### src/source/strand_pkg.sv
package strand_pkg;

	// Strand configuration
	localparam int NUM_STRANDS = 4;
	localparam int STRAND_W = $clog2(NUM_STRANDS);

	// Per-strand instruction queue
	localparam int QUEUE_DEPTH = 4;
	localparam int QUEUE_PTR_W = $clog2(QUEUE_DEPTH);
	localparam int QUEUE_CNT_W = $clog2(QUEUE_DEPTH + 1);	// Holds 0..QUEUE_DEPTH

	localparam int PC_W = 32;
	localparam int INSTR_W = 32;

	typedef logic [STRAND_W-1:0] strand_id_t;
	typedef logic [NUM_STRANDS-1:0] strand_mask_t;	// One bit per strand

	// From instruction fetch
	typedef struct packed
	{
		strand_id_t strand_id;
		logic [PC_W-1:0] pc;
		logic [INSTR_W-1:0] instruction;
	} fetch_bundle_t;

	// Queue storage, strand implied by queue index
	typedef struct packed
	{
		logic [PC_W-1:0] pc;
		logic [INSTR_W-1:0] instruction;
	} queue_entry_t;

	// To decode
	typedef struct packed
	{
		strand_id_t strand_id;
		logic [PC_W-1:0] pc;
		logic [INSTR_W-1:0] instruction;
	} issue_bundle_t;

endpackage

### src/source/fetch_router.sv
`timescale 1ns/100ps

module fetch_router (
	input logic fetch_valid_i,
	input strand_pkg::fetch_bundle_t fetch_bundle_i,
	output logic fetch_ready_o,
	input strand_pkg::strand_mask_t queue_ready_i,
	input strand_pkg::strand_mask_t rollback_i,
	output strand_pkg::strand_mask_t push_o,
	output strand_pkg::queue_entry_t entry_o
);

	strand_pkg::strand_mask_t strand_sel;
	strand_pkg::strand_id_t target;

	assign target = fetch_bundle_i.strand_id;

	// One-hot decode of the target strand
	always_comb
	begin
		strand_sel = '0;
		for (int s = 0; s < strand_pkg::NUM_STRANDS; s++)
		begin
			if (int'(target) == s)
				strand_sel[s] = 1'b1;
		end
	end

	// A strand under rollback takes no new word this cycle
	always_comb
	begin
		if (fetch_valid_i)
			push_o = strand_sel & ~rollback_i;
		else
			push_o = '0;
	end

	// Ready follows the addressed queue only
	assign fetch_ready_o = queue_ready_i[target];

	// Strand id dropped, the queue index carries it
	always_comb
	begin
		entry_o.pc = fetch_bundle_i.pc;
		entry_o.instruction = fetch_bundle_i.instruction;
	end

endmodule

### src/source/strand_frontend.sv
`timescale 1ns/100ps

module strand_frontend (
	input logic clk,
	input logic rst_n_i,
	input logic fetch_valid_i,
	input strand_pkg::fetch_bundle_t fetch_bundle_i,
	output logic fetch_ready_o,
	input strand_pkg::strand_mask_t strand_enable_i,
	input strand_pkg::strand_mask_t suspend_i,
	input strand_pkg::strand_mask_t resume_i,
	input strand_pkg::strand_mask_t rollback_i,
	output logic issue_valid_o,
	output strand_pkg::issue_bundle_t issue_bundle_o,
	input logic issue_ready_i,
	output logic halt_o
);

	strand_pkg::strand_mask_t queue_ready;
	strand_pkg::strand_mask_t queue_push;
	strand_pkg::strand_mask_t queue_valid;
	strand_pkg::strand_mask_t queue_pop;
	strand_pkg::queue_entry_t router_entry;	// Shared by all queues, push selects
	strand_pkg::queue_entry_t [strand_pkg::NUM_STRANDS-1:0] queue_head;

	fetch_router u_fetch_router (
		.fetch_valid_i(fetch_valid_i),
		.fetch_bundle_i(fetch_bundle_i),
		.fetch_ready_o(fetch_ready_o),
		.queue_ready_i(queue_ready),
		.rollback_i(rollback_i),
		.push_o(queue_push),
		.entry_o(router_entry)
	);

	// One queue per strand
	for (genvar i = 0; i < strand_pkg::NUM_STRANDS; i++)
	begin : g_queue
		strand_queue u_strand_queue (
			.clk(clk),
			.rst_n_i(rst_n_i),
			.push_i(queue_push[i]),
			.entry_i(router_entry),
			.ready_o(queue_ready[i]),
			.flush_i(rollback_i[i]),
			.pop_i(queue_pop[i]),
			.valid_o(queue_valid[i]),
			.head_o(queue_head[i])
		);
	end

	strand_select u_strand_select (
		.clk(clk),
		.rst_n_i(rst_n_i),
		.queue_valid_i(queue_valid),
		.queue_head_i(queue_head),
		.pop_o(queue_pop),
		.strand_enable_i(strand_enable_i),
		.suspend_i(suspend_i),
		.resume_i(resume_i),
		.rollback_i(rollback_i),
		.issue_valid_o(issue_valid_o),
		.issue_bundle_o(issue_bundle_o),
		.issue_ready_i(issue_ready_i),
		.halt_o(halt_o)
	);

endmodule

### src/source/strand_queue.sv
`timescale 1ns/100ps

module strand_queue (
	input logic clk,
	input logic rst_n_i,
	input logic push_i,
	input strand_pkg::queue_entry_t entry_i,
	output logic ready_o,
	input logic flush_i,
	input logic pop_i,
	output logic valid_o,
	output strand_pkg::queue_entry_t head_o
);

	strand_pkg::queue_entry_t mem [strand_pkg::QUEUE_DEPTH];
	logic [strand_pkg::QUEUE_PTR_W-1:0] rd_ptr_q;
	logic [strand_pkg::QUEUE_PTR_W-1:0] wr_ptr_q;
	logic [strand_pkg::QUEUE_CNT_W-1:0] count_q;
	logic do_push;
	logic do_pop;

	// Wraps at QUEUE_DEPTH, also for a depth that is not a power of two
	function automatic logic [strand_pkg::QUEUE_PTR_W-1:0] ptr_inc(
		input logic [strand_pkg::QUEUE_PTR_W-1:0] ptr);
		if (int'(ptr) == strand_pkg::QUEUE_DEPTH - 1)
			return '0;
		else
			return ptr + 1'b1;
	endfunction

	assign valid_o = count_q != '0;
	assign ready_o = int'(count_q) != strand_pkg::QUEUE_DEPTH;	// Not full

	assign do_push = push_i && ready_o && !flush_i;
	assign do_pop = pop_i && valid_o && !flush_i;

	always_ff @(posedge clk or negedge rst_n_i)
	begin
		if (!rst_n_i)
		begin
			rd_ptr_q <= '0;
			wr_ptr_q <= '0;
			count_q <= '0;
		end
		else if (flush_i)
		begin
			// Rollback drops every queued word
			rd_ptr_q <= '0;
			wr_ptr_q <= '0;
			count_q <= '0;
		end
		else
		begin
			if (do_push)
				wr_ptr_q <= ptr_inc(wr_ptr_q);
			if (do_pop)
				rd_ptr_q <= ptr_inc(rd_ptr_q);

			case ({do_push, do_pop})
				2'b10: count_q <= count_q + 1'b1;
				2'b01: count_q <= count_q - 1'b1;
				default: count_q <= count_q;	// Idle or push with pop
			endcase
		end
	end

	always_ff @(posedge clk)
	begin
		if (do_push)
			mem[wr_ptr_q] <= entry_i;
	end

	assign head_o = mem[rd_ptr_q];

endmodule

### src/source/strand_select.sv
`timescale 1ns/100ps

module strand_select (
	input logic clk,
	input logic rst_n_i,
	input strand_pkg::strand_mask_t queue_valid_i,
	input strand_pkg::queue_entry_t [strand_pkg::NUM_STRANDS-1:0] queue_head_i,
	output strand_pkg::strand_mask_t pop_o,
	input strand_pkg::strand_mask_t strand_enable_i,
	input strand_pkg::strand_mask_t suspend_i,
	input strand_pkg::strand_mask_t resume_i,
	input strand_pkg::strand_mask_t rollback_i,
	output logic issue_valid_o,
	output strand_pkg::issue_bundle_t issue_bundle_o,
	input logic issue_ready_i,
	output logic halt_o
);

	strand_pkg::strand_mask_t suspended_q;
	strand_pkg::strand_mask_t eligible;
	strand_pkg::strand_id_t rr_ptr_q;
	strand_pkg::strand_id_t cand;
	strand_pkg::strand_id_t winner;
	logic found;
	logic load_en;
	logic held_cancel;
	logic issue_valid_q;
	strand_pkg::issue_bundle_t issue_bundle_q;

	assign eligible = queue_valid_i & strand_enable_i & ~suspended_q & ~rollback_i;

	// Output register free, or its bundle leaves this cycle
	assign load_en = !issue_valid_q || issue_ready_i;

	assign held_cancel = issue_valid_q && rollback_i[issue_bundle_q.strand_id];

	// First eligible strand at or after the pointer
	always_comb
	begin
		found = 1'b0;
		winner = rr_ptr_q;
		cand = rr_ptr_q;
		for (int k = 0; k < strand_pkg::NUM_STRANDS; k++)
		begin
			cand = rr_ptr_q + k[strand_pkg::STRAND_W-1:0];
			if (!found && eligible[cand])
			begin
				found = 1'b1;
				winner = cand;
			end
		end
	end

	always_comb
	begin
		pop_o = '0;
		if (load_en && found)
			pop_o[winner] = 1'b1;
	end

	always_ff @(posedge clk or negedge rst_n_i)
	begin
		if (!rst_n_i)
		begin
			suspended_q <= '0;
			rr_ptr_q <= '0;
			issue_valid_q <= 1'b0;
		end
		else
		begin
			// Suspend wins over a resume in the same cycle
			suspended_q <= (suspended_q & ~resume_i) | suspend_i;

			if (load_en)
			begin
				issue_valid_q <= found;
				if (found)
					rr_ptr_q <= winner + 1'b1;	// Strand after the winner
			end
			else if (held_cancel)
			begin
				issue_valid_q <= 1'b0;
			end
		end
	end

	always_ff @(posedge clk)
	begin
		if (load_en && found)
		begin
			issue_bundle_q.strand_id <= winner;
			issue_bundle_q.pc <= queue_head_i[winner].pc;
			issue_bundle_q.instruction <= queue_head_i[winner].instruction;
		end
	end

	assign issue_valid_o = issue_valid_q;
	assign issue_bundle_o = issue_bundle_q;

	assign halt_o = strand_enable_i == '0;	// No strand left to run

endmodule

### config.mk
export PLATFORM = sky130hd
export DESIGN_NAME = strand_frontend
export DESIGN_NICKNAME = d
export VERILOG_FILES = /design/src/source/strand_pkg.sv /design/src/source/fetch_router.sv /design/src/source/strand_frontend.sv /design/src/source/strand_queue.sv /design/src/source/strand_select.sv
export SDC_FILE = /design/constraint.sdc
export NUM_CORES = 1
export LEC_CHECK = 0
export BUFFER_PORTS_ARGS = -buffer_cell sky130_fd_sc_hd__buf_2
export CORE_UTILIZATION = 40
export CTS_CLUSTER_SIZE = 25
export DETAILED_ROUTE_END_ITERATION = 6
export HOLD_SLACK_MARGIN = 0.15
export PLACE_DENSITY = 0.62
export SLEW_MARGIN = 10
export SYNTH_ARGS = -nofsm -noshare
export SYNTH_HDL_FRONTEND = slang
export SYNTH_SLANG_ARGS = --single-unit
### constraint.sdc
create_clock -name clk -period 8.89 [get_ports clk]
set_clock_uncertainty 0.05 [all_clocks]
set_input_delay 1.778 -clock clk [delete_from_list [all_inputs] [get_ports clk]]
set_output_delay 1.778 -clock clk [all_outputs]
set_load 0.02 [all_outputs]
==> flow_summary.json, run 1 <==
{
  "switching_share_pct": 23.3,
  "cp_data_required_time_ns": 9.35,
  "yosysWarnings": 0,
  "slew_headroom_pct": 32.1,
  "cts_tree": "done",
  "crit_slowest_cell": "o31ai_2",
  "drt-total-wl_um": 100000,
  "cp-end-kind": "register",
  "drive_above_1_share_pct": 27.5,
  "first_global_vias": 21502,
  "irDropWorstVdd_mv": 0.173,
  "comb_power_share_pct": 8.9,
  "drt-initial-drc-count": 1787,
  "instances_no_fill": 3684,
  "ant_nets": 0,
  "path_cells": "buf_2 -> or3b_4 -> nor2_8 -> o31ai_2 -> inv_4 -> o21ai_1 -> nor2_1 -> fa_1 -> nor2b_1 -> a2bb2oi_1 -> o221ai_1",
  "wl_per_cell_um": 27.1,
  "track_usage_pct": 18.2,
  "synth_edf_count": 1090,
  "row_count": 120,
  "postSynthAreaPerCell_um2": 21.8,
  "grt_overflow": 0,
  "cts_setup_buffers": 0,
  "cp_data_arrival_time_ns": 5.47,
  "n_fill_cell": 8864,
  "cpPeakStageDelay_ns": 0.88,
  "p_per_area_mw_per_mm2": 230,
  "netlist_instances": 1999,
  "syn_area_mm2": 0.0435,
  "cts_inserted_buffers": 106,
  "async_flop_share_pct": 3.11,
  "max_freq_mhz": 200,
  "status": "complete, no violations",
  "p_leak_uw": 0.0153,
  "cts_root_buf": "clkbuf_16",
  "io_buffers": 154,
  "start_kind": "input pin",
  "layout.nets": 2297,
  "antenna_found_initial": 20,
  "yosys_most_used_dff": "edfxtp_1",
  "syn_nets": 2107,
  "power_frac_clock_pct": 38.2,
  "cap_violations": 0,
  "place_congestion": 0.766,
  "die_w_um": 332,
  "critPathKind": "input pin to register",
  "worst_pin_slew_ns": 1.01,
  "io_pins": 155,
  "cts-hold-fix-buffers": 0,
  "syn_to_final_growth_pct": 13.1,
  "slew_viol_final": 0,
  "clock_path_buffers": 3,
  "core_mm2": 0.108,
  "power_frac_seq_pct": 52.9,
  "placed_cells": 3484,
  "clock-sinks": 1125,
  "hpwl_um": 52500,
  "internal_power_uw": 8680,
  "tns_ns": 0,
  "grt_pass1_wl_um": 146000,
  "drc": 0,
  "min_period_ns": 5.01,
  "routed_via_density": 5.56,
  "firstDrtPassIters": 6,
  "cts_max_level": 3,
  "seq_area_frac_synth_pct": 77.3,
  "die-area_mm2": 0.110,
  "hold_viol": 0,
  "rsz0062_at_grt": "no",
  "switchingPower_uw": 2630,
  "path_clk_slew_ns": 0.06,
  "post_cts_resized": 0,
  "ys_ff_latch": 1125,
  "grt_max_degree": 72,
  "start_util_pct": 40.5,
  "crit_fanout": 31,
  "min-delay-path-class": "register to register",
  "synth.distinct_cells": 65,
  "setup_viol": 0,
  "clk_latency_ns": 0.67,
  "fp.dieH_um": 332,
  "vias": 20475,
  "fin_crit_sh_pct": 56.4
}
## cells in the final DEF (no fill, tap or decap), types with 6 or more instances in the layout
| master | Yosys | final |
|---|---|---|
| ha_1 | 18 | 18 |
| nor2b_1 | 68 | 68 |
| o21ai_0 | 13 | 13 |
| buf_2 | 24 | 154 |
| buf_4 | 3 | 34 |
| clkbuf_16 | 0 | 108 |
| dfrtp_1 | 35 | 27 |
| a21oi_1 | 72 | 72 |
| dfrtp_4 | 0 | 8 |
| mux2i_1 | 73 | 73 |
| inv_1 | 21 | 20 |
| nand2_1 | 25 | 25 |
| nor3_1 | 14 | 14 |
| edfxtp_1 | 1090 | 1090 |
| clkinv_1 | 0 | 29 |
| clkinv_2 | 0 | 20 |
| xnor2_1 | 8 | 8 |
| nor2_1 | 28 | 28 |
| and2_4 | 0 | 12 |
| clkbuf_1 | 64 | 22 |
| a211oi_1 | 65 | 65 |
| mux4_2 | 258 | 258 |
| bufinv_16 | 0 | 6 |
## state kept, by name, indices dropped and copies added (netlist names)
signal                           cells
g_queue.u_strand_queue.count_q      12
u_strand_select.issue_bundle_o      66
g_queue.u_strand_queue.rd_ptr_q      8
u_strand_select.suspended_q          4
u_strand_select.issue_valid_o        1
g_queue.u_strand_queue.wr_ptr_q      8
u_strand_select.rr_ptr_q             2
g_queue.u_strand_queue.mem        1024
## per-stage QoR
step | util [%] | hold slack, ns | instance area (µm²) | power [µW] | worst slack [ns]
3_3_place_gp | 42.7 | 0.442 | 45900 | 7070 | 3.45
2_1_floorplan | - | 0.392 | 43500 | 6800 | 3.22
3_5_place_dp | 42.7 | 0.437 | 45900 | 7110 | 3.24
4_1_cts | 45.7 | 0.451 | 49200 | 11400 | 3.97
5_1_grt | 45.7 | 0.470 | 49200 | 11700 | 3.59
6_report | 45.7 | 0.448 | 49200 | 11300 | 3.88
## power groups by stage
stage	logic, µW	registers [µW]	clock network [µW]
after global placement	977	6090	0
after CTS	1010	5980	4400
after floorplan	720	6080	0
final	1010	5980	4320
after detailed placement	1010	6100	0
after global routing	1100	5990	4580
## worst paths after layout
path	startpoint	endpoint	slack, ns	depth (start not counted)
min	u_strand_select.suspended_q[2]	u_strand_select.suspended_q[2]	0.45	1
min reg2reg	u_strand_select.suspended_q[2]	u_strand_select.suspended_q[2]	0.45	1
max in group asynchronous	rst_n_i	g_queue[1].u_strand_queue.rd_ptr_q[0]	6.95	1
max	rollback_i[3]	g_queue[3].u_strand_queue.count_q[2]	3.88	11
min in group asynchronous	rst_n_i	u_strand_select.suspended_q[1]	1.17	1
max reg2reg	g_queue[0].u_strand_queue.count_q[0]	g_queue[3].u_strand_queue.count_q[2]	4.51	10
## cells by family (layout without fill, tap and decap cells)
logic type,count (synthesis),after routing,share of synthesized area [%]
other cells,0,2,0
fa+ha+maj,22,22,0.702
xor+xnor,10,10,0.201
compound gates,191,191,2.93
flops,1125,1125,77.3
simple gates,193,193,2.56
mux,331,331,15.0
buf+inv,127,407,1.31
## per-layer routing
metal,routed length (µm),GRT usage (%),vias to the layer above
li1,-,-,8718
met2,50600,31.1,624
met5,120,0,-
met3,6060,3.45,156
met4,1990,4.51,20
met1,41200,24.0,10957
## critical path, delay by kind of cell
| family | cells | cell delay [ns] |
|---|---|---|
| fa+ha+maj | 1 | 0.47 |
| buf+inv | 2 | 0.73 |
| simple gates | 4 | 0.66 |
| compound gates | 4 | 1.80 |
## synthesized netlist by cell type, drive strengths merged, types with 6 or more instances
| cell | n | area, µm² |
|---|---|---|
| a211oi | 66 | 508 |
| xnor2 | 8 | 70.1 |
| buf | 42 | 252 |
| edfxtp | 1090 | 32700 |
| nand2 | 25 | 93.8 |
| nor2b | 68 | 425 |
| inv | 21 | 78.8 |
| mux4 | 258 | 5810 |
| and2 | 14 | 87.6 |
| nor3 | 16 | 96.4 |
| dfrtp | 35 | 876 |
| clkbuf | 64 | 240 |
| o31ai | 6 | 45.0 |
| o21ai | 16 | 80.1 |
| ha | 18 | 225 |
| nor2 | 29 | 125 |
| a21oi | 72 | 360 |
| mux2i | 73 | 731 |
## cell type report
| class | count | area [µm²] | area share [%] |
|---|---|---|---|
| Timing Repair Buffer | 188 | 1030 | 2.09 |
| Multi-Input combinational cell | 747 | 9380 | 19.1 |
| Clock inverter | 68 | 515 | 1.05 |
| Sequential cell | 1125 | 33600 | 68.4 |
| Tap cell | 1403 | 1760 | 3.57 |
| Antenna cell | 2 | 5.00 | 0.0102 |
| Clock buffer | 130 | 2790 | 5.66 |
| Inverter | 21 | 81.3 | 0.165 |
Note: power is estimated with default switching activity, not from simulation.
==> run 2: changes to the inputs <==
- PLACE_DENSITY: 0.62 -> 0.64
- clock period: 8.89 -> 4.2 ns (I/O delays scaled with it)
==> run 2 against run 1 <==
Power rose by 110%. Global-route usage rose by 0.30 points. Flip-flop and latch count did not move. Die area did not move. Clock power rose by 120%.
==> flow_summary.json, run 2 (synthesized netlist as in run 1, its figures left out) <==
{
  "status": "complete, no violations",
  "drc": 0,
  "path_cells": "nor3_1 -> o22ai_1 -> o31ai_2 -> buf_4 -> nor2_1 -> nand2_1 -> nor2_1 -> fa_1 -> nor2_1 -> nand3_1 -> a21boi_0 -> o311ai_0",
  "first_global_vias": 21850,
  "drive_above_1_share_pct": 28.8,
  "layout_commonest_cell": "edfxtp_1",
  "cts_inserted_buffers": 108,
  "antenna_found_initial": 16,
  "cts_tree": "done",
  "cp-end-kind": "register",
  "io_pins": 155,
  "cp_num_cells": 12,
  "p_leak_uw": 0.0157,
  "vias": 20935,
  "max_freq_mhz": 282,
  "largest_register": "g_queue.u_strand_queue.mem",
  "drt-initial-drc-count": 2156,
  "fin_crit_sh_pct": 84.4,
  "fp.dieH_um": 332,
  "firstDrtPassIters": 5,
  "grt_overflow": 0,
  "clk_latency_ns": 0.69,
  "cpPeakStageDelay_ns": 0.49,
  "path_clk_slew_ns": 0.07,
  "layout.nets": 2340,
  "setup_viol": 0,
  "layout_common_cells": "edfxtp_1 (1090), mux4_2 (258), buf_2 (154)",
  "hpwl_um": 56000,
  "grt_pass1_wl_um": 149000,
  "clock-sinks": 1125,
  "cp_data_arrival_time_ns": 4.05,
  "rsz0062_at_grt": "no",
  "rrSetupSlack_ns": 0.66,
  "cts_root_buf": "clkbuf_16",
  "cp_common_cell": "nor2_1",
  "cts_setup_buffers": 0,
  "start_kind": "register",
  "irDropWorstVdd_mv": 0.309,
  "grt_max_degree": 70,
  "drt-total-wl_um": 101000,
  "row_count": 120,
  "design_area_mm2": 0.0500,
  "die-area_mm2": 0.110,
  "cts-hold-fix-buffers": 0,
  "largest_reg_flops": 1024,
  "start_util_pct": 40.5,
  "cts_max_level": 3,
  "worst_pin_slew_ns": 0.945,
  "routed_via_density": 5.62,
  "core_mm2": 0.108,
  "r2r_cells": 12,
  "min-delay-path-class": "input pin to async pin",
  "slew_viol_final": 0,
  "critPathKind": "register to register",
  "io_buffers": 154,
  "tns_ns": 0,
  "min_period_ns": 3.54,
  "crit_fanout": 11,
  "hold_viol": 0,
  "cap_violations": 0,
  "path_buf_inv": 1,
  "wl_per_cell_um": 27.2,
  "die_w_um": 332,
  "clock_path_buffers": 3,
  "post_cts_resized": 0,
  "cp_data_required_time_ns": 4.71,
  "slew_headroom_pct": 37.0,
  "ant_nets": 0,
  "crit_slowest_cell": "nor3_1",
  "p_per_area_mw_per_mm2": 486,
  "path_delay_family": "simple AND/OR/NAND/NOR gates",
  "place_congestion": 0.777,
  "track_usage_pct": 18.5,
  "syn_to_final_growth_pct": 14.8,
  "place_area_mm2": 0.0466
}
==> run 2: cell types whose count changed in the layout (fill, tap and decap cells not counted), sizes merged <==
cell / before / now
clkbuf: 130 / 140
clkinvlp: 5 / 2
inv: 27 / 22
clkinv: 51 / 47
diode: 2 / 6
bufinv: 6 / 7
buf: 188 / 229
==> run 2: cell type report <==
cell class,instances,area (µm²)
diodes,6,15.0
clock buffers,140,2850
clock inverters,57,523
fillers,8802,57600
inverters,21,82.6
multi-input cells,747,9380
flip-flops and latches,1125,33600
well taps,1403,1760
repair buffers,229,1710
==> run 2: worst paths after layout <==
check	start	endpoint
setup / recovery	g_queue[1].u_strand_queue.count_q[0]	g_queue[0].u_strand_queue.count_q[2]
hold / removal	rst_n_i	g_queue[0].u_strand_queue.count_q[0]
setup reg to reg	g_queue[1].u_strand_queue.count_q[0]	g_queue[0].u_strand_queue.count_q[2]
hold reg to reg	u_strand_select.suspended_q[1]	u_strand_select.suspended_q[1]
max in group asynchronous	rst_n_i	g_queue[1].u_strand_queue.rd_ptr_q[0]
min in group clk	suspend_i[2]	u_strand_select.suspended_q[2]
==> run 2: worst reg2reg max path: cells and delay by family (launching register included) <==
kind                       cells  cell delay, ns
DFF                            1            0.45
and+or+nand+nor                6            1.27
adders and majority gates      1            0.43
buffers and inverters          1            0.25
AOI/OAI and AO/OA              4            0.98
==> run 2: per-layer routing <==
metal	global-route usage, %	up-vias	routed length, µm
met3	3.13	145	6480
met2	31.5	702	51500
met5	0	-	75
met4	4.29	14	1570
li1	-	8831	-
met1	24.8	11243	41700
==> run 2: power by group <==
part	switching, µW	internal, µW
registers	94.4	12600
logic	1460	836
clock network	4090	5230
==> run 2: per-stage QoR <==
step,std cells,setup WS [ns],hold WS [ns],power (µW),util [%]
floorplan,1999,0.00164,0.392,14400,-
global placement,3525,0.530,0.424,15100,43.3
detailed placement,3525,0.355,0.419,15200,43.3
CTS,3722,0.682,0.212,24500,46.5
global route,3722,0.414,0.253,25100,46.5
finish,3728,0.656,0.193,24300,46.5
